File: src/dcache_pkg.sv
//##############################
// data cache shared types
//##############################
package dcache_pkg;

    // geometry
    localparam int TAG_W     = 26;
    localparam int IDX_W     = 3;
    localparam int WAYS      = 2;
    localparam int SETS      = 8;
    localparam int BLK_WORDS = 2;

    typedef logic [31:0] word_t;

    // byte address as seen by the cache
    typedef struct packed {
        logic [TAG_W-1:0] tag;
        logic [IDX_W-1:0] idx;
        logic             blkoff;   // word within block
        logic [1:0]       bytoff;
    } addr_t;

    // one way of a set, 92 bits
    typedef struct packed {
        logic                    valid;
        logic                    dirty;
        logic [TAG_W-1:0]        tag;
        word_t [BLK_WORDS-1:0]   data;
    } frame_t;

    typedef struct packed {
        frame_t [WAYS-1:0] frame;
        logic              lru;     // way to replace next
    } set_t;

    // datapath side
    typedef struct packed {
        logic  ren;
        logic  wen;
        addr_t addr;
        word_t wdata;
    } dp_req_t;

    typedef struct packed {
        logic  hit;
        word_t rdata;
    } dp_rsp_t;

    // single word transfer towards the bus port
    typedef struct packed {
        logic  valid;
        logic  we;
        word_t addr;
        word_t data;
    } mem_req_t;

    typedef enum logic [3:0] {
        IDLE, WB1, WB2, RD1, RD2, FL_SCAN, FL1, FL2, DONE
    } cache_state_t;

endpackage

File: src/dcache_store.sv
`timescale 1ns/1ps
//##############################
// data cache storage
//##############################
module dcache_store import dcache_pkg::*; (
    input  logic       CLK,
    input  logic       nRST,
    input  addr_t      lookup_addr,
    input  logic [3:0] flush_ptr,
    input  logic       wr_word,
    input  word_t      wr_data,
    input  logic       fill_word,
    input  logic       fill_sel,
    input  word_t      fill_data,
    input  logic       fill_tag,
    input  logic       clr_dirty_victim,
    input  logic       clr_dirty_flush,
    input  logic       touch,
    output logic       hit,
    output logic       hit_way,
    output word_t      hit_data,
    output frame_t     victim,
    output frame_t     flush_frame
);

    set_t sets [SETS];

    set_t             cur_set;
    logic [IDX_W-1:0] idx;
    logic             vway;
    logic [IDX_W-1:0] fidx;
    logic             fway;

    assign idx     = lookup_addr.idx;
    assign cur_set = sets[idx];
    assign vway    = cur_set.lru;       // victim is whatever lru names

    // frame 0..15 maps to set ptr[3:1], way ptr[0]
    assign fidx = flush_ptr[3:1];
    assign fway = flush_ptr[0];

    // tag compare across both ways
    always_comb begin
        hit     = 1'b0;
        hit_way = 1'b0;
        for (int w = 0; w < WAYS; w++) begin
            if (cur_set.frame[w].valid && cur_set.frame[w].tag == lookup_addr.tag) begin
                hit     = 1'b1;
                hit_way = w[0];
            end
        end
    end

    assign hit_data    = cur_set.frame[hit_way].data[lookup_addr.blkoff];
    assign victim      = cur_set.frame[vway];
    assign flush_frame = sets[fidx].frame[fway];

    always_ff @(posedge CLK, negedge nRST) begin
        if (!nRST) begin
            for (int s = 0; s < SETS; s++) begin
                sets[s] <= '0;                  // all frames invalid
            end
        end else begin
            // store hit, marks the line dirty
            if (wr_word) begin
                sets[idx].frame[hit_way].data[lookup_addr.blkoff] <= wr_data;
                sets[idx].frame[hit_way].dirty <= 1'b1;
            end

            // refill goes into the victim way
            if (fill_word) begin
                sets[idx].frame[vway].data[fill_sel] <= fill_data;
            end
            if (fill_tag) begin
                sets[idx].frame[vway].tag   <= lookup_addr.tag;
                sets[idx].frame[vway].valid <= 1'b1;
                sets[idx].frame[vway].dirty <= 1'b0;
            end
            if (clr_dirty_victim) begin
                sets[idx].frame[vway].dirty <= 1'b0;   // written back
            end

            if (clr_dirty_flush) begin
                sets[fidx].frame[fway].dirty <= 1'b0;
            end

            // replace the other way next time
            if (touch) begin
                sets[idx].lru <= ~hit_way;
            end
        end
    end

endmodule

File: src/dcache_fsm.sv
`timescale 1ns/1ps
//##############################
// data cache controller
//##############################
module dcache_fsm import dcache_pkg::*; (
    input  logic       CLK,
    input  logic       nRST,
    input  dp_req_t    dp_req,
    input  logic       halt,
    output dp_rsp_t    dp_rsp,
    output logic       flushed,
    output word_t      hit_count,
    output mem_req_t   mem_req,
    input  logic       mem_done,
    input  word_t      mem_rdata,
    output addr_t      lookup_addr,
    output logic [3:0] flush_ptr,
    output logic       wr_word,
    output word_t      wr_data,
    output logic       fill_word,
    output logic       fill_sel,
    output word_t      fill_data,
    output logic       fill_tag,
    output logic       clr_dirty_victim,
    output logic       clr_dirty_flush,
    output logic       touch,
    input  logic       hit,
    input  word_t      hit_data,
    input  frame_t     victim,
    input  frame_t     flush_frame
);

    cache_state_t state, next_state;
    logic [3:0]   next_ptr;
    word_t        next_count;
    logic         refill_last;  // previous cycle finished RD2
    logic         req;

    // word address inside a block
    function automatic word_t blk_addr(input logic [TAG_W-1:0] tag,
                                       input logic [IDX_W-1:0] idx,
                                       input logic             wsel);
        addr_t a;
        a.tag    = tag;
        a.idx    = idx;
        a.blkoff = wsel;
        a.bytoff = 2'b00;
        return word_t'(a);
    endfunction

    assign req         = dp_req.ren | dp_req.wen;
    assign lookup_addr = dp_req.addr;
    assign wr_data     = dp_req.wdata;
    assign fill_data   = mem_rdata;

    always_comb begin
        next_state       = state;
        next_ptr         = flush_ptr;
        next_count       = hit_count;
        dp_rsp           = '0;
        mem_req          = '0;
        wr_word          = 1'b0;
        fill_word        = 1'b0;
        fill_sel         = 1'b0;
        fill_tag         = 1'b0;
        clr_dirty_victim = 1'b0;
        clr_dirty_flush  = 1'b0;
        touch            = 1'b0;
        flushed          = 1'b0;

        case (state)
            IDLE: begin
                if (halt) begin
                    next_state = FL_SCAN;
                end else if (req) begin
                    if (hit) begin
                        dp_rsp.hit   = 1'b1;
                        dp_rsp.rdata = hit_data;
                        wr_word      = dp_req.wen;
                        touch        = 1'b1;
                        if (!refill_last) next_count = hit_count + 32'd1;
                    end else if (victim.valid && victim.dirty) begin
                        next_state = WB1;
                    end else begin
                        next_state = RD1;
                    end
                end
            end
            WB1, WB2: begin                 // evict dirty victim, word 0 then 1
                mem_req.valid = 1'b1;
                mem_req.we    = 1'b1;
                mem_req.addr  = blk_addr(victim.tag, lookup_addr.idx, state == WB2);
                mem_req.data  = victim.data[state == WB2];
                if (mem_done) begin
                    clr_dirty_victim = (state == WB2);
                    next_state       = (state == WB1) ? WB2 : RD1;
                end
            end
            RD1, RD2: begin
                mem_req.valid = 1'b1;
                mem_req.addr  = blk_addr(dp_req.addr.tag, dp_req.addr.idx, state == RD2);
                if (mem_done) begin
                    fill_word  = 1'b1;
                    fill_sel   = (state == RD2);
                    fill_tag   = (state == RD2);    // block complete
                    next_state = (state == RD1) ? RD2 : IDLE;
                end
            end
            FL_SCAN: begin
                if (flush_frame.valid && flush_frame.dirty) begin
                    next_state = FL1;
                end else if (flush_ptr == 4'd15) begin
                    next_state = DONE;
                end else begin
                    next_ptr = flush_ptr + 4'd1;
                end
            end
            FL1, FL2: begin
                mem_req.valid = 1'b1;
                mem_req.we    = 1'b1;
                mem_req.addr  = blk_addr(flush_frame.tag, flush_ptr[3:1], state == FL2);
                mem_req.data  = flush_frame.data[state == FL2];
                if (mem_done) begin
                    clr_dirty_flush = (state == FL2);
                    next_state      = (state == FL1) ? FL2 : FL_SCAN; // rescan, now clean
                end
            end
            DONE:    flushed = 1'b1;
            default: next_state = IDLE;
        endcase
    end

    always_ff @(posedge CLK, negedge nRST) begin
        if (!nRST) begin
            state       <= IDLE;
            flush_ptr   <= '0;
            hit_count   <= '0;
            refill_last <= 1'b0;
        end else begin
            state       <= next_state;
            flush_ptr   <= next_ptr;
            hit_count   <= next_count;
            refill_last <= (state == RD2) && mem_done;
        end
    end

endmodule

File: src/wb_word_port.sv
`timescale 1ns/1ps
//##############################
// wishbone word master
//##############################
module wb_word_port import dcache_pkg::*; (
    input  logic     CLK,
    input  logic     nRST,
    input  mem_req_t mem_req,
    output logic     mem_done,
    output word_t    mem_rdata,
    output logic     wb_cyc,
    output logic     wb_stb,
    output logic     wb_we,
    output word_t    wb_adr,
    output word_t    wb_dat_o,
    input  word_t    wb_dat_i,
    input  logic     wb_ack
);

    logic busy;     // held from start through the mem_done cycle
    logic start;

    assign start = mem_req.valid && !busy && !wb_stb;

    always_ff @(posedge CLK, negedge nRST) begin
        if (!nRST) begin
            wb_cyc   <= 1'b0;
            wb_stb   <= 1'b0;
            busy     <= 1'b0;
            mem_done <= 1'b0;
        end else begin
            mem_done <= 1'b0;
            if (wb_stb) begin
                if (wb_ack) begin
                    wb_cyc   <= 1'b0;
                    wb_stb   <= 1'b0;
                    mem_done <= 1'b1;
                end
            end else if (mem_done) begin
                busy <= 1'b0;           // controller moves on this cycle
            end else if (start) begin
                wb_cyc <= 1'b1;
                wb_stb <= 1'b1;
                busy   <= 1'b1;
            end
        end
    end

    // address, data and read capture
    always_ff @(posedge CLK) begin
        if (start) begin
            wb_we    <= mem_req.we;
            wb_adr   <= mem_req.addr;
            wb_dat_o <= mem_req.data;
        end
        if (wb_stb && wb_ack) mem_rdata <= wb_dat_i;
    end

endmodule

File: src/dcache_top.sv
`timescale 1ns/1ps
//##############################
// data cache top
//##############################
module dcache_top import dcache_pkg::*; (
    input  logic    CLK,
    input  logic    nRST,
    input  dp_req_t dp_req,
    input  logic    halt,
    output dp_rsp_t dp_rsp,
    output logic    flushed,
    output word_t   hit_count,
    output logic    wb_cyc,
    output logic    wb_stb,
    output logic    wb_we,
    output word_t   wb_adr,
    output word_t   wb_dat_o,
    input  word_t   wb_dat_i,
    input  logic    wb_ack
);

    // controller <-> storage
    addr_t      lookup_addr;
    logic [3:0] flush_ptr;
    logic       wr_word;
    word_t      wr_data;
    logic       fill_word;
    logic       fill_sel;
    word_t      fill_data;
    logic       fill_tag;
    logic       clr_dirty_victim;
    logic       clr_dirty_flush;
    logic       touch;
    logic       hit;
    word_t      hit_data;
    frame_t     victim;
    frame_t     flush_frame;

    // controller <-> bus port
    mem_req_t   mem_req;
    logic       mem_done;
    word_t      mem_rdata;

    dcache_store store (.*, .hit_way());     // way used only inside the store

    dcache_fsm fsm (.*);

    wb_word_port bus (.*);

endmodule

File: config.mk
export PLATFORM = sky130hd
export DESIGN_NAME = dcache_top
export DESIGN_NICKNAME = d
export VERILOG_FILES = /design/src/dcache_pkg.sv /design/src/dcache_store.sv /design/src/dcache_fsm.sv /design/src/wb_word_port.sv /design/src/dcache_top.sv
export SDC_FILE = /design/constraint.sdc
export NUM_CORES = 2
export LEC_CHECK = 0
export BUFFER_PORTS_ARGS = -buffer_cell sky130_fd_sc_hd__buf_2
export CAP_MARGIN = 20
export CORE_ASPECT_RATIO = 0.9
export CORE_MARGIN = 3
export CORE_UTILIZATION = 30
export DETAILED_ROUTE_END_ITERATION = 10
export GPL_ROUTABILITY_DRIVEN = 0
export GPL_TIMING_DRIVEN = 1
export PLACE_DENSITY = 0.48
export SYNTH_ARGS = -nofsm -noshare
export SYNTH_HDL_FRONTEND = slang
export SYNTH_SLANG_ARGS = --single-unit
File: constraint.sdc
create_clock -name CLK -period 8 [get_ports CLK]
set_input_delay 1.6 -clock CLK [delete_from_list [all_inputs] [get_ports CLK]]
set_output_delay 1.6 -clock CLK [all_outputs]
set_load 0.05 [all_outputs]
# Word-level counts from Yosys, hierarchy flattened

Cells that the tools add are included.

Eq/ne operators: 19
Multiplexer cells: 119
Add/subtract/negate cells: 2
Bitwise logic cells: 10
Reduce and logical (&&, ||, !) cells: 30
Order comparisons: 16

Operators with widths:

| operator                                             | number |
|---|---|
| bitwise mux 1480 bit                                 | 9 |
| 2-to-1 mux 1480 bit                                  | 6 |
| demux 185 bit (select 3 bit)                         | 8 |
| 2-to-1 mux 185 bit                                   | 11 |
| binary-select mux 185 bit (select 3 bit)             | 2 |
| demux 92 bit (select 1 bit)                          | 7 |
| 2-to-1 mux 92 bit                                    | 5 |
| 2-to-1 mux 91 bit                                    | 3 |
| 2-to-1 mux 32 bit                                    | 8 |
| 2-to-1 mux 64 bit                                    | 4 |
| 2-to-1 mux 33 bit                                    | 4 |
| case mux 32 bit (3 select lines)                     | 1 |
| 2-to-1 mux 90 bit                                    | 1 |
| demux 32 bit (select 1 bit)                          | 2 |
| case mux 32 bit (2 select lines)                     | 1 |
| equality test 26 bit                                 | 2 |
| 2-to-1 mux 1 bit                                     | 35 |
| adder 32 x 1 -> 32 bit (second input constant)       | 1 |
| 2-to-1 mux 4 bit                                     | 8 |
| case mux 4 bit (6 select lines)                      | 1 |
| equality test 4 x 3 -> 1 bit (second input constant) | 4 |
| logical AND 1 bit                                    | 15 |
| < comparator 1 x 2 -> 1 bit (second input constant)  | 7 |
| equality test 4 x 2 -> 1 bit (second input constant) | 2 |
| other kinds (26)                                     | 49 |

Bits of input ports: 102
Register bits: 1,622
Output and inout port bits: 133
Word-level logic and storage cells: 296

# Longest topological paths before layout

Depth in word-level cells: 28
Depth in mapped cells: 16

# By module

A second synthesis with hierarchy kept.

Cells, all modules: 10,153
Area total of the unflattened synthesis: 100,624.0 um^2

Modules (own cells, without submodules):

| module       | instances | cells each | area each (um^2) |
|---|---|---|---|
| dcache_store | 1         | 9,513      | 93,103.0 |
| dcache_fsm   | 1         | 530        | 4,449.3 |
| wb_word_port | 1         | 110        | 3,071.7 |

# Least setup slack after synthesis

OpenSTA, ideal clock, no wires.

Kind: input port to output port
Start: input port dp_req[37] in the netlist's numbering
End: output port dp_rsp[18] in the netlist's numbering
Data required time: 6.400 ns
Path buffers: 6
Path slack: 1.560 ns
Arrival time: 4.840 ns
Cell stages on the path: 14
Path through: buf_4 > buf_6 > buf_2 > mux2_2 > o22ai_1 > nor3_1 > nor4b_1 > nand4_1 > nor4_2 > buf_4 > o211ai_4 > clkbuf_1 > clkbuf_1 > nor2_1

RTL lines:

| item               | RTL line         | source |
|---|---|---|
| start: declaration | dcache_top.sv:8  | `input dp_req_t dp_req,` |
| end: declaration   | dcache_top.sv:10 | `output dp_rsp_t dp_rsp,` |

==> qor.yml <==
pwr:
  combPwrFrac_pct: 23.7
  p_seq_share_pct: 37.6
  p_leak_nw: 50.8
  p_sw_share_pct: 33.9
  max-vdd-ir-drop_mv: 0.254
  p_per_area_nw_per_um2: 231
  net-switching-power_w: 0.00856
  internal_power_w: 0.0167
  pwr-share-clk_pct: 38.7
finish:
  layout-drive-gt1-share_pct: 25.1
  seq_area_um2: 41000
  multi_input_area_um2: 50500
  fin_area_um2: 109000
  fin_nets: 8359
  n_fill_cell: 30870
  areaGrowthSynthToFinish_pct: 14.6
  post_layout_nonfiller_instances: 12595
run_status:
  status: "finished, final reports clean"
hold_path:
  min_to: "fsm.hit_count[31]"
  hold_depth: 1
  min_from: "fsm.hit_count[31]"
  holdCritPathClass: "reg -> reg"
floorplanning:
  die-area_um2: 324000
  ioPinCount: 235
  die_w_um: 600
  coreArea_um2: 314000
  rows: 195
  start_util_pct: 30.3
  die_y_um: 540
routing:
  met2WireLength_um: 191000
  routed_wl_um: 442000
  vias_per_cell: 6.12
  post-route-drc-count: 0
  antenna_left: 0
  dr.pass1.iters: 7
  dr_wl_met3_um: 45700
  route.vias.total: 77084
  wl_met1_um: 179000
  routedWlPerCell_um: 35.1
  drtIter0Drc: 10627
  top_layer: "met5"
worst_setup_path:
  worstRegToRegCells: 11
  path_class: "in -> out"
  worstPathArrival_ns: 6.18
  cp_num_buf_inv: 5
  rr_endpoint: "store.sets[390]"
  worst-path-max-fanout: 50
  max_stage_delay_ns: 0.56
  crit_path_end_kind: "output pin"
  worst_path_most_repeated_cell: "buf_4"
  start_kind: "input pin"
  crit_chain: "buf_8 -> buf_4 -> mux4_2 -> mux2i_1 -> xnor2_1 -> nor4_1 -> o2111ai_1 -> nor4_4 -> o211ai_4 -> buf_4 -> nor2_1 -> buf_4 -> buf_12"
  crit_family: "buffers and inverters"
  cp.required_ns: 6.40
  r2r-start: "store.sets[65]"
  critPathSlowestCell: "nor4_1"
  r2r_slack_ns: 2.53
place:
  dp_slack_ns: 0.307
  dpl.cell_count: 12191
  post_dp_cell_area_um2: 102000
  dp_hpwl_um: 256000
  io_buffers: 230
timing:
  relSlewSlack_pct: 17.8
  maxSlewViolCount: 0
  final.period_utilization_pct: 97.2
  rsz0062_at_grt: "false"
  whs_ns: 0.467
  fmax_mhz: 129
  fin_crit_ns: 7.78
  final-setup-viol-count: 0
  tightest_slew_ns: 1.23
  fin_ws_ns: 0.224
  hold_viol: 0
  finalClockSkew_ns: 0.0976
  fin_tns_setup_ns: 0
logic_synthesis:
  synth_fa_ha_area_share_pct: 0.0263
  syn_area_per_cell_um2: 11.2
  synth_xor_area_share_pct: 0.635
  async_flop_share_pct: 94.1
  synth_enable_flop_cells: 95
  synth_simple_gate_area_share_pct: 7.64
  yosysTopAreaCell: "dfrtp_1"
  yosysWarnings: 0
  yosysTopAreaCellShare_pct: 40.1
  synth_compound_area_share_pct: 11.5
  netlist_area_um2: 95100
  synth_seq_cells: 1620
  yosys-top-cells-area: "dfrtp_1, mux4_2, mux2i_1, mux2_2, edfxtp_1"
  synth_top_family_by_area: "multiplexers"
  synth_flop_cell: "dfrtp_1"
  ys_seq_area_share_pct: 43.1
  yosysUniqueCellTypes: 73
  netlist_instances: 8462
  muxShareOfSynthArea_pct: 32.7
clock_tree:
  cts_tree: "built"
  cts_max_path_buffers: 4
  insertion_delay_ns: 0.92
  cts.clk_slew.worst_paths_ns: 0.05
  cts_setup_buffers: 0
  cts-htree-levels: 4
  cts_resized: 0
  cts_made_buffers: 198
  cts_root_buf: "clkbuf_16"
  cts_hold_buf: 0
  cts.sinks: 1620
grt:
  overflow: 0
  grt_max_degree: 157
  gr-usage-all-layers_pct: 26.6
  antenna_found_initial: 59
  grt_pass1_wl_um: 616000
  grt_pass1_vias: 74746
run:
  max_cap_violations: 0
area by class of cell:
cell class                      instances  share of cell area, %
Multi-Input combinational cell       5858                   46.3
Antenna cell                           41                 0.0941
Clock buffer                          277                   5.30
Inverter                               20                 0.0723
Sequential cell                      1620                   37.6
Clock inverter                         85                   1.03
Timing Repair Buffer                  557                   4.83
Tap cell                             4137                   4.75
through the flow:
| step | util, % | power (W) |
|---|---|---|
| after floorplan | - | 0.0130 |
| after global placement | 32.4 | 0.0154 |
| after detailed placement | 32.4 | 0.0155 |
| after CTS | 34.6 | 0.0253 |
| after global routing | 34.7 | 0.0260 |
| final | 34.7 | 0.0252 |
state kept, by name, summed over array words and instances, names as in the netlist:
| signal | cells |
|---|---|
| bus.wb_dat_o | 32 |
| fsm.flush_ptr | 4 |
| fsm.refill_last | 1 |
| fsm.state | 4 |
| bus.mem_rdata | 32 |
| bus.wb_stb | 1 |
| bus.wb_we | 1 |
| fsm.hit_count | 32 |
| bus.busy | 1 |
| store.sets | 1480 |
| bus.mem_done | 1 |
| bus.wb_adr | 30 |
| bus.wb_cyc | 1 |
metal layers:
metal  vias up  global-route usage (%)
met5         -                       0
met4        12                    13.9
met3      1184                    6.62
met2      5189                    39.2
met1     39628                    35.9
li1      31071                       -
cell families (layout without fill, tap and decap cells):
kind of cell | after synthesis | count (layout)
other | 1 | 43
DFF | 1620 | 1620
buffers and inverters | 985 | 939
adders and majority gates | 2 | 2
xor gates and xnor gates | 69 | 69
and+or+nand+nor | 1639 | 1639
AOI/OAI and AO/OA | 1809 | 1809
muxes | 2337 | 2337
cells in the final DEF (no fill, tap or decap), drive strengths merged, types with 58 or more instances in the layout:
cell and instances:
a21oi 562, buf 556, edfxtp 95, clkbuf 278
a221oi 126, nand2 694, dfrtp 1525, mux2 532
a22oi 237, a22o 58, and3 88, mux4 561
o21ai 651, nor2 632, mux2i 1244
power groups by stage:
stage	clock [W]	sequential, W	combinational, W
after global placement	0	0.00959	0.00584
after global routing	0.0103	0.00954	0.00619
final	0.00977	0.00949	0.00599
after floorplan	0	0.00941	0.00358
after CTS	0.00994	0.00947	0.00590
after detailed placement	0	0.00961	0.00589
worst max-delay path by stage:
stage	cells past startpoint	end	slack, ns	from
after detailed placement	13	dp_rsp[14]	0.31	dp_req[36]
final	13	dp_rsp[14]	0.22	dp_req[36]
after floorplan	14	dp_rsp[18]	1.56	dp_req[37]
after CTS	13	dp_rsp[14]	0.31	dp_req[36]
after global routing	13	dp_rsp[14]	0.13	dp_req[36]
after global placement	14	dp_rsp[10]	0.34	dp_req[37]
Yosys cell counts (126+ instances only):
| cell type | count |
|---|---|
| a21oi_1 | 562 |
| a221oi_1 | 126 |
| a22oi_1 | 237 |
| clkbuf_1 | 683 |
| dfrtp_1 | 1525 |
| mux2_2 | 532 |
| mux2i_1 | 1244 |
| mux4_2 | 561 |
| nand2_1 | 694 |
| nor2_1 | 631 |
| o21ai_0 | 411 |
| o21ai_1 | 240 |
worst reg2reg max path, delay by kind of cell (launching register included):
family | cells | cell delay (ns)
and+or+nand+nor | 4 | 2.42
buffers and inverters | 2 | 1.08
muxes | 3 | 0.94
DFF | 1 | 0.40
xor gates and xnor gates | 1 | 0.37
AOI/OAI and AO/OA | 1 | 0.09
Power figures use the tool's default switching activity.
